File: config.mk
export PLATFORM = sky130hd
export DESIGN_NAME = rs_branch
export DESIGN_NICKNAME = d
export VERILOG_FILES = /design/src/logic/core_types_pkg.sv /design/src/logic/rs_branch_pkg.sv /design/src/logic/rs_dispatch_alloc.sv /design/src/logic/rs_branch_entry.sv /design/src/logic/rs_issue_select.sv /design/src/logic/rs_branch.sv
export SDC_FILE = /design/constraint.sdc
export NUM_CORES = 1
export LEC_CHECK = 0
export ABC_AREA = 0
export BUFFER_PORTS_ARGS = -buffer_cell sky130_fd_sc_hd__buf_2
export CAP_MARGIN = 0
export CORE_UTILIZATION = 35
export DETAILED_ROUTE_END_ITERATION = 12
export GPL_TIMING_DRIVEN = 0
export SYNTH_ARGS = -nofsm -noshare
export SYNTH_HDL_FRONTEND = slang
export SYNTH_SLANG_ARGS = --single-unit
File: constraint.sdc
create_clock -name clock -period 6.12 [get_ports clock]
set_clock_uncertainty 0.2 [all_clocks]
set_input_delay 0.612 -clock clock [delete_from_list [all_inputs] [get_ports clock]]
set_output_delay 0.612 -clock clock [all_outputs]
set_load 0.1 [all_outputs]
File: src/logic/core_types_pkg.sv
// core type definitions
// widths shared across the out-of-order core, and the operand word that a
// reservation station slot reads either as a physical register tag or as a value

`default_nettype none

package core_types_pkg;

    localparam int xlen     = 32;  // data and address width
    localparam int preg_len = 6;   // physical register tag
    localparam int rob_len  = 5;   // reorder buffer index

    // one operand slot, holding a tag until its producer broadcasts
    typedef union packed {
        logic [xlen-1:0] as_value;
        struct packed {
            logic [xlen-preg_len-1:0] pad;  // kept zero while waiting
            logic [preg_len-1:0]      tag;
        } as_tag;
    } operand_word_t;

endpackage

`default_nettype wire

File: src/logic/rs_branch_pkg.sv
// branch reservation station definitions
// station size, entry index width and the branch comparison codes

`default_nettype none

package rs_branch_pkg;

    localparam int rs_br_size  = 4;  // number of entries
    localparam int rs_br_len   = 2;  // entry index width
    localparam int br_func_len = 3;

    //////////////////////////////////////////////////
    // comparison codes follow the funct3 field
    //////////////////////////////////////////////////

    localparam logic [br_func_len-1:0] br_beq  = 3'b000;
    localparam logic [br_func_len-1:0] br_bne  = 3'b001;
    localparam logic [br_func_len-1:0] br_blt  = 3'b100;
    localparam logic [br_func_len-1:0] br_bge  = 3'b101;
    localparam logic [br_func_len-1:0] br_bltu = 3'b110;
    localparam logic [br_func_len-1:0] br_bgeu = 3'b111;

endpackage

`default_nettype wire

File: src/logic/rs_dispatch_alloc.sv
// branch station allocator
// steers a dispatch to the lowest free entry and tracks occupancy

`timescale 1ns/1ps
`default_nettype none

module rs_dispatch_alloc
    import rs_branch_pkg::*;
(
    input  logic                  clock,
    input  logic                  reset,
    input  logic                  flush,
    input  logic                  enable,
    input  logic [rs_br_size-1:0] busy,
    input  logic                  issue_fire,
    output logic [rs_br_size-1:0] alloc,
    output logic                  rs_branch_full
);

    logic [rs_br_len:0]    count;
    logic [rs_br_size-1:0] free_lowest;
    logic                  accept;

    // isolate the lowest zero bit of busy
    assign free_lowest    = ~busy & (busy + 1'b1);
    assign rs_branch_full = (count == rs_br_size);
    assign accept         = enable && !rs_branch_full;  // dropped when full
    assign alloc          = accept ? free_lowest : '0;

    always_ff @(posedge clock) begin
        if (reset || flush) begin
            count <= '0;
        end else if (accept && !issue_fire) begin
            count <= count + 1'b1;
        end else if (!accept && issue_fire) begin
            count <= count - 1'b1;
        end
    end

endmodule

`default_nettype wire

File: src/logic/rs_branch_entry.sv
// branch station entry
// holds one waiting branch or jump, snoops the common data bus for its
// pending operands and requests issue once both are present

`timescale 1ns/1ps
`default_nettype none

module rs_branch_entry
    import core_types_pkg::*, rs_branch_pkg::*;
(
    input  logic                   clock,
    input  logic                   reset,
    input  logic                   flush,
    input  logic                   alloc,
    input  logic                   release_slot,  // granted this cycle
    // dispatch fields
    input  logic [xlen-1:0]        pc,
    input  logic [xlen-1:0]        npc,
    input  logic [xlen-1:0]        offset,
    input  logic                   opa_ready,
    input  logic [xlen-1:0]        opa_value,
    input  logic [preg_len-1:0]    opa_preg_idx,
    input  logic                   opb_ready,
    input  logic [xlen-1:0]        opb_value,
    input  logic [preg_len-1:0]    opb_preg_idx,
    input  logic                   is_jalr,
    input  logic [rob_len-1:0]     rob_idx,
    input  logic [preg_len-1:0]    dest_preg_idx,
    input  logic [br_func_len-1:0] branch_func,
    input  logic                   cond_branch,
    input  logic                   uncond_branch,
    input  logic                   br_pred_direction,
    input  logic [xlen-1:0]        br_pred_target_pc,
    // broadcast
    input  logic                   cdb_broadcast_valid,
    input  logic [preg_len-1:0]    cdb_dest_preg_idx,
    input  logic [xlen-1:0]        cdb_value,
    output logic                   busy,
    output logic                   ready,
    // stored fields
    output logic [xlen-1:0]        held_pc,
    output logic [xlen-1:0]        held_npc,
    output logic [xlen-1:0]        held_offset,
    output operand_word_t          held_opa,
    output operand_word_t          held_opb,
    output logic                   held_is_jalr,
    output logic [rob_len-1:0]     held_rob_idx,
    output logic [preg_len-1:0]    held_dest_preg_idx,
    output logic [br_func_len-1:0] held_branch_func,
    output logic                   held_cond_branch,
    output logic                   held_uncond_branch,
    output logic                   held_br_pred_direction,
    output logic [xlen-1:0]        held_br_pred_target_pc
);

    logic opa_ok;
    logic opb_ok;
    logic opa_hit;
    logic opb_hit;

    // tag match on a still pending operand
    assign opa_hit = cdb_broadcast_valid && busy && !opa_ok
                     && (held_opa.as_tag.tag == cdb_dest_preg_idx);
    assign opb_hit = cdb_broadcast_valid && busy && !opb_ok
                     && (held_opb.as_tag.tag == cdb_dest_preg_idx);
    assign ready   = busy && opa_ok && opb_ok;

    always_ff @(posedge clock) begin
        if (reset || flush) begin
            busy   <= 1'b0;
            opa_ok <= 1'b0;
            opb_ok <= 1'b0;
        end else if (alloc) begin
            busy   <= 1'b1;
            opa_ok <= opa_ready;
            opb_ok <= opb_ready;
        end else begin
            if (release_slot) busy <= 1'b0;
            if (opa_hit) opa_ok <= 1'b1;  // woken by broadcast
            if (opb_hit) opb_ok <= 1'b1;
        end
    end

    //////////////////////////////////////////////////
    // payload capture and operand wakeup
    //////////////////////////////////////////////////

    always_ff @(posedge clock) begin
        if (alloc) begin
            held_pc                <= pc;
            held_npc               <= npc;
            held_offset            <= offset;
            held_is_jalr           <= is_jalr;
            held_rob_idx           <= rob_idx;
            held_dest_preg_idx     <= dest_preg_idx;
            held_branch_func       <= branch_func;
            held_cond_branch       <= cond_branch;
            held_uncond_branch     <= uncond_branch;
            held_br_pred_direction <= br_pred_direction;
            held_br_pred_target_pc <= br_pred_target_pc;
            if (opa_ready) begin
                held_opa.as_value <= opa_value;
            end else begin
                held_opa.as_tag.pad <= '0;
                held_opa.as_tag.tag <= opa_preg_idx;
            end
            if (opb_ready) begin
                held_opb.as_value <= opb_value;
            end else begin
                held_opb.as_tag.pad <= '0;
                held_opb.as_tag.tag <= opb_preg_idx;
            end
        end else begin
            if (opa_hit) held_opa.as_value <= cdb_value;
            if (opb_hit) held_opb.as_value <= cdb_value;
        end
    end

endmodule

`default_nettype wire

File: src/logic/rs_issue_select.sv
// branch station issue selector
// grants the lowest ready entry each cycle and registers its fields
// toward the branch execute stage

`timescale 1ns/1ps
`default_nettype none

module rs_issue_select
    import core_types_pkg::*, rs_branch_pkg::*;
(
    input  logic                              clock,
    input  logic                              reset,
    input  logic                              flush,
    input  logic [rs_br_size-1:0]             ready,
    input  logic [rs_br_size*xlen-1:0]        pc_bus,
    input  logic [rs_br_size*xlen-1:0]        npc_bus,
    input  logic [rs_br_size*xlen-1:0]        offset_bus,
    input  logic [rs_br_size*xlen-1:0]        opa_bus,
    input  logic [rs_br_size*xlen-1:0]        opb_bus,
    input  logic [rs_br_size-1:0]             is_jalr_bus,
    input  logic [rs_br_size*rob_len-1:0]     rob_idx_bus,
    input  logic [rs_br_size*preg_len-1:0]    dest_preg_bus,
    input  logic [rs_br_size*br_func_len-1:0] func_bus,
    input  logic [rs_br_size-1:0]             cond_bus,
    input  logic [rs_br_size-1:0]             uncond_bus,
    input  logic [rs_br_size-1:0]             pred_dir_bus,
    input  logic [rs_br_size*xlen-1:0]        pred_target_bus,
    output logic [rs_br_size-1:0]             grant,
    output logic                              issue_fire,
    output logic                              rs_branch_out_valid,
    output logic [xlen-1:0]                   out_pc,
    output logic [xlen-1:0]                   out_npc,
    output logic [xlen-1:0]                   out_offset,
    output logic [xlen-1:0]                   out_opa_value,
    output logic [xlen-1:0]                   out_opb_value,
    output logic                              out_is_jalr,
    output logic [rob_len-1:0]                out_rob_idx,
    output logic [preg_len-1:0]               out_dest_preg_idx,
    output logic [br_func_len-1:0]            out_branch_func,
    output logic                              out_cond_branch,
    output logic                              out_uncond_branch,
    output logic                              out_br_pred_direction,
    output logic [xlen-1:0]                   out_br_pred_target_pc
);

    logic [rs_br_len-1:0] pick;

    assign grant      = ready & (~ready + 1'b1);  // lowest index wins
    assign issue_fire = |ready;

    always_comb begin
        pick = '0;
        for (int i = 0; i < rs_br_size; i++) begin
            if (grant[i]) pick = rs_br_len'(i);
        end
    end

    always_ff @(posedge clock) begin
        if (reset || flush) begin
            rs_branch_out_valid <= 1'b0;
        end else begin
            rs_branch_out_valid <= issue_fire;  // one cycle per grant
        end
    end

    always_ff @(posedge clock) begin
        if (issue_fire) begin
            out_pc                <= pc_bus[pick*xlen +: xlen];
            out_npc               <= npc_bus[pick*xlen +: xlen];
            out_offset            <= offset_bus[pick*xlen +: xlen];
            out_opa_value         <= opa_bus[pick*xlen +: xlen];
            out_opb_value         <= opb_bus[pick*xlen +: xlen];
            out_is_jalr           <= is_jalr_bus[pick];
            out_rob_idx           <= rob_idx_bus[pick*rob_len +: rob_len];
            out_dest_preg_idx     <= dest_preg_bus[pick*preg_len +: preg_len];
            out_branch_func       <= func_bus[pick*br_func_len +: br_func_len];
            out_cond_branch       <= cond_bus[pick];
            out_uncond_branch     <= uncond_bus[pick];
            out_br_pred_direction <= pred_dir_bus[pick];
            out_br_pred_target_pc <= pred_target_bus[pick*xlen +: xlen];
        end
    end

endmodule

`default_nettype wire

File: src/logic/rs_branch.sv
// branch reservation station
// four entries fed by the dispatch allocator and drained one per cycle
// by the issue selector; a misprediction flush empties the station

`timescale 1ns/1ps
`default_nettype none

module rs_branch
    import core_types_pkg::*, rs_branch_pkg::*;
(
    input  logic                   clock,
    input  logic                   reset,
    input  logic                   enable,
    input  logic [xlen-1:0]        pc,
    input  logic [xlen-1:0]        npc,
    input  logic [xlen-1:0]        offset,
    input  logic                   opa_ready,
    input  logic [xlen-1:0]        opa_value,
    input  logic [preg_len-1:0]    opa_preg_idx,
    input  logic                   opb_ready,
    input  logic [xlen-1:0]        opb_value,
    input  logic [preg_len-1:0]    opb_preg_idx,
    input  logic                   is_jalr,
    input  logic [rob_len-1:0]     rob_idx,
    input  logic [preg_len-1:0]    dest_preg_idx,
    input  logic [br_func_len-1:0] branch_func,
    input  logic                   cond_branch,
    input  logic                   uncond_branch,
    input  logic                   br_pred_direction,
    input  logic [xlen-1:0]        br_pred_target_pc,
    input  logic                   cdb_broadcast_valid,
    input  logic [preg_len-1:0]    cdb_dest_preg_idx,
    input  logic [xlen-1:0]        cdb_value,
    input  logic                   commit_mis_pred,
    output logic                   rs_branch_full,
    output logic                   rs_branch_out_valid,
    output logic [xlen-1:0]        out_pc,
    output logic [xlen-1:0]        out_npc,
    output logic [xlen-1:0]        out_offset,
    output logic [xlen-1:0]        out_opa_value,
    output logic [xlen-1:0]        out_opb_value,
    output logic                   out_is_jalr,
    output logic [rob_len-1:0]     out_rob_idx,
    output logic [preg_len-1:0]    out_dest_preg_idx,
    output logic [br_func_len-1:0] out_branch_func,
    output logic                   out_cond_branch,
    output logic                   out_uncond_branch,
    output logic                   out_br_pred_direction,
    output logic [xlen-1:0]        out_br_pred_target_pc
);

    logic [rs_br_size-1:0]             alloc;
    logic [rs_br_size-1:0]             busy;
    logic [rs_br_size-1:0]             ready;
    logic [rs_br_size-1:0]             grant;
    logic                              issue_fire;
    logic [rs_br_size*xlen-1:0]        pc_bus;
    logic [rs_br_size*xlen-1:0]        npc_bus;
    logic [rs_br_size*xlen-1:0]        offset_bus;
    operand_word_t [rs_br_size-1:0]    opa_bus;
    operand_word_t [rs_br_size-1:0]    opb_bus;
    logic [rs_br_size-1:0]             is_jalr_bus;
    logic [rs_br_size*rob_len-1:0]     rob_idx_bus;
    logic [rs_br_size*preg_len-1:0]    dest_preg_bus;
    logic [rs_br_size*br_func_len-1:0] func_bus;
    logic [rs_br_size-1:0]             cond_bus;
    logic [rs_br_size-1:0]             uncond_bus;
    logic [rs_br_size-1:0]             pred_dir_bus;
    logic [rs_br_size*xlen-1:0]        pred_target_bus;

    rs_dispatch_alloc alloc_i (
        .clock(clock), .reset(reset), .flush(commit_mis_pred),
        .enable(enable), .busy(busy), .issue_fire(issue_fire),
        .alloc(alloc), .rs_branch_full(rs_branch_full)
    );

    //////////////////////////////////////////////////
    // entries
    //////////////////////////////////////////////////

    for (genvar i = 0; i < rs_br_size; i++) begin : entry_g
        rs_branch_entry entry_i (
            .clock(clock), .reset(reset), .flush(commit_mis_pred),
            .alloc(alloc[i]), .release_slot(grant[i]),
            .pc(pc), .npc(npc), .offset(offset),
            .opa_ready(opa_ready), .opa_value(opa_value), .opa_preg_idx(opa_preg_idx),
            .opb_ready(opb_ready), .opb_value(opb_value), .opb_preg_idx(opb_preg_idx),
            .is_jalr(is_jalr), .rob_idx(rob_idx), .dest_preg_idx(dest_preg_idx),
            .branch_func(branch_func), .cond_branch(cond_branch),
            .uncond_branch(uncond_branch), .br_pred_direction(br_pred_direction),
            .br_pred_target_pc(br_pred_target_pc),
            .cdb_broadcast_valid(cdb_broadcast_valid),
            .cdb_dest_preg_idx(cdb_dest_preg_idx), .cdb_value(cdb_value),
            .busy(busy[i]), .ready(ready[i]),
            .held_pc(pc_bus[i*xlen +: xlen]),
            .held_npc(npc_bus[i*xlen +: xlen]),
            .held_offset(offset_bus[i*xlen +: xlen]),
            .held_opa(opa_bus[i]), .held_opb(opb_bus[i]),
            .held_is_jalr(is_jalr_bus[i]),
            .held_rob_idx(rob_idx_bus[i*rob_len +: rob_len]),
            .held_dest_preg_idx(dest_preg_bus[i*preg_len +: preg_len]),
            .held_branch_func(func_bus[i*br_func_len +: br_func_len]),
            .held_cond_branch(cond_bus[i]), .held_uncond_branch(uncond_bus[i]),
            .held_br_pred_direction(pred_dir_bus[i]),
            .held_br_pred_target_pc(pred_target_bus[i*xlen +: xlen])
        );
    end

    rs_issue_select select_i (
        .clock(clock), .reset(reset), .flush(commit_mis_pred),
        .ready(ready), .pc_bus(pc_bus), .npc_bus(npc_bus), .offset_bus(offset_bus),
        .opa_bus(opa_bus), .opb_bus(opb_bus), .is_jalr_bus(is_jalr_bus),
        .rob_idx_bus(rob_idx_bus), .dest_preg_bus(dest_preg_bus), .func_bus(func_bus),
        .cond_bus(cond_bus), .uncond_bus(uncond_bus), .pred_dir_bus(pred_dir_bus),
        .pred_target_bus(pred_target_bus),
        .grant(grant), .issue_fire(issue_fire),
        .rs_branch_out_valid(rs_branch_out_valid),
        .out_pc(out_pc), .out_npc(out_npc), .out_offset(out_offset),
        .out_opa_value(out_opa_value), .out_opb_value(out_opb_value),
        .out_is_jalr(out_is_jalr), .out_rob_idx(out_rob_idx),
        .out_dest_preg_idx(out_dest_preg_idx), .out_branch_func(out_branch_func),
        .out_cond_branch(out_cond_branch), .out_uncond_branch(out_uncond_branch),
        .out_br_pred_direction(out_br_pred_direction),
        .out_br_pred_target_pc(out_br_pred_target_pc)
    );

endmodule

`default_nettype wire

==> impl_metrics.tcl <==
set metrics [dict create \
    status "complete, no violations" \
    grt_antenna_before_repair 30 \
    hold_ws_ps 67.2 \
    clockBufferDepth 3 \
    postCtsSetupBuffers 0 \
    syn_nets 2707 \
    finalCriticalPeriod_ps 3470 \
    whs_path_depth 3 \
    syn-cell-area_um2 40100 \
    yosysUniqueCellTypes 41 \
    synthArstFlopShare 0 \
    core_um2 113000 \
    post_drt_wl_per_cell_um 26.6 \
    synth_edf_count 1050 \
    pre_cts_ws_ps 2450 \
    ys_ff_latch 1066 \
    relSlewSlack 0.128 \
    routed_wl_um 127000 \
    synth-seq-area-share 0.794 \
    critPathSlowestCell "clkbuf_1" \
    ir_worst_vdd_v 0.000214 \
    yosys.area.top_type_share 0.786 \
    max_freq_ghz 0.288 \
    worstSetupPathType "register to register" \
    worstPathArrival_ps 3620 \
    clock_tree.root_cell "clkbuf_16" \
    numCtsBuffers 111 \
    yosysMostFrequentCell "edfxtp_1" \
    path_depth 5 \
    yosysTopAreaCell "edfxtp_1" \
    drv_slew 0 \
    power_frac_seq 0.531 \
    max_cap_violations 0 \
    power_frac_comb 0.046 \
    tritoncts "done" \
    grt_start_max_net_pins 99 \
    first_pass_iters 6 \
    die_w_um 340 \
    busiest_layer "met2" \
    io_buffers 470 \
    grt_usage 0.215 \
    sw_frac_of_total 0.212 \
    critPathMaxFanout 10 \
    place_congestion 0.857 \
    drt_iter0_markers 2568 \
    start_util 0.355 \
    hp-class "input pin to register" \
    critical_path.cell_chain "nand3_1 -> o211ai_1 -> clkbuf_1 -> clkbuf_1 -> a21oi_1" \
    clk_pin_slew_worst_paths_ps 60 \
    cp_num_buf_inv 2 \
    reg2reg_depth 5 \
    setup_viol 0 \
    yosysWarnings 0 \
    antenna_left 0 \
    crit_required_ps 6270 \
    startpoint_type "register" \
    clkLatencyLatePin_ps 690 \
    power_switching_mw 3.29 \
    die_area_um2 116000 \
    use_met2 0.344 \
    dpl.hpwl_um 82900 \
    crit_top_cell "clkbuf_1" \
    fin_util 0.442 \
    layout-drive-gt1-share 0.216 \
    cts_max_level 3 \
    ys.flop_type "edfxtp_1" \
    cp_top_family "buffers and inverters" \
    synthTopCellsByArea "edfxtp_1 (79%), mux2i_1 (5.6%), a21oi_1 (3.3%)" \
    end_kind "register" \
    synth_commonest_cells "edfxtp_1 (1,050), a21oi_1 (265), mux2i_1 (223), o21ai_0 (222), o22ai_1 (210)" \
    internal-power_mw 12.3 \
    met1_usage 0.284 \
    hold_viol_final 0 \
    setup_slack_ps 2650 \
    fin_nets 3458 \
    grt_pass1_vias 24800 \
    cts_sinks 1066 \
    rows 123 \
    power_frac_clock 0.423 \
    netlist_instances 2438 \
    num_vias 25300 \
    overflow 0 \
    finalCritPeriodShare 0.567 \
    rsz0062_at_grt "no" \
    p_per_area_nw_per_um2 311 \
    r2r_slack_ps 2650 \
    tightestPinTransition_ps 1310 \
    drcViolationCount 0 \
    leakage_nw 18.5 \
    met3_usage 0.0556 \
    die_y_um 340 \
    boundaryPins 479 \
    areaGrowthSynthToFinish_pct 24.7 \
    critPathMaxStageDelay_ps 880 \
    vias_per_cell 5.28 \
    synth.avg_cell_area_um2 16.4 \
    grt_pass1_wl_um 178000 \
    ctsResizeCount 0 \
]
-- metal layers --
layer  vias to the layer above  part of all wire
met5                         -            0.0016
met4                        30             0.031
met3                       248             0.091
met2                      1287              0.47
met1                     12600              0.41
li1                      11100                 -
-- repair_timing --
item | 4_1_cts | 5_1_grt
setup endpoints to repair | 0 | 0
endpoints found under the hold margin | 584 | 0
hold buffers | 146 | 0
-- sequential cells by signal (all words and copies together) (netlist names), 5 cells and up --
register	flops
entry_g.entry_i.held_br_pred_target_pc	128
entry_g.entry_i.held_npc	128
entry_g.entry_i.held_offset	128
entry_g.entry_i.held_opa	128
entry_g.entry_i.held_opb	128
entry_g.entry_i.held_pc	128
select_i.out_br_pred_target_pc	32
select_i.out_npc	32
select_i.out_offset	32
select_i.out_opa_value	32
select_i.out_opb_value	32
select_i.out_pc	32
entry_g.entry_i.held_dest_preg_idx	24
entry_g.entry_i.held_rob_idx	20
entry_g.entry_i.held_branch_func	12
select_i.out_dest_preg_idx	6
select_i.out_rob_idx	5
-- path summary, 6_finish.rpt --
path	startpoint	endpoint
setup / recovery	entry_g[0].entry_i.busy$_SDFFE_PP0P_	select_i.out_opb_value[11]$_DFFE_PP_
hold / removal	cdb_value[8]	entry_g[3].entry_i.held_opb[8]$_DFFE_PP_
setup reg to reg	entry_g[0].entry_i.busy$_SDFFE_PP0P_	select_i.out_opb_value[11]$_DFFE_PP_
hold reg to reg	alloc_i.count[2]$_SDFFE_PP0P_	alloc_i.count[2]$_SDFFE_PP0P_
-- worst min-delay path, stage by stage --
cell and delay, ps:
buf_2 110, nand2_1 60, o21ai_0 60
-- power groups by stage --
stage,logic (mW),registers (mW),clock network (mW)
floorplan,0.297,8.41,0
global placement,0.592,8.43,0
detailed placement,0.632,8.40,0
CTS,0.719,8.25,6.67
global route,0.782,8.26,6.96
finish,0.722,8.25,6.57
-- cells in the final DEF (no fill, tap or decap), types with 113 or more instances in the layout --
cell	instances
a21oi_1	265
buf_2	488
clkbuf_1	113
clkbuf_16	115
dlygate4sd3_1	146
edfxtp_1	1050
mux2i_1	223
nand2_1	160
o21ai_0	216
o22ai_1	210
-- area by class of cell --
type	instances	area, um2
Fill cell	10000	63100
Sequential cell	1066	31900
Multi-Input combinational cell	1212	7600
Timing Repair Buffer	638	4350
Clock buffer	138	2960
Tap cell	1500	1880
Buffer	152	739
Clock inverter	69	558
Inverter	8	38.8
Antenna cell	8	20.0
-- through the flow --
stage	instance area (um2)	total power [mW]	instances	TNS, ps
after floorplan	40100	8.71	2438	0
after global placement	44300	9.02	4408	-1619730
after detailed placement	45000	9.04	4430	0
after CTS	50000	15.6	4783	0
after global routing	50000	16.0	4787	0
final	50000	15.5	4791	0
-- logic make-up (layout without fill, tap and decap cells) --
family,Yosys count,after routing,synth area share
buffers and inverters,160,1005,0.0184
adder cells (fa/ha/maj),2,2,0.000811
AND/OR/NAND/NOR,231,231,0.0244
flip-flops,1066,1066,0.794
multiplexers,223,223,0.0557
AO/OA/AOI/OAI,706,706,0.0956
other,0,8,0
XOR/XNOR,50,50,0.0109
Note: power is estimated with default switching activity, not from simulation.
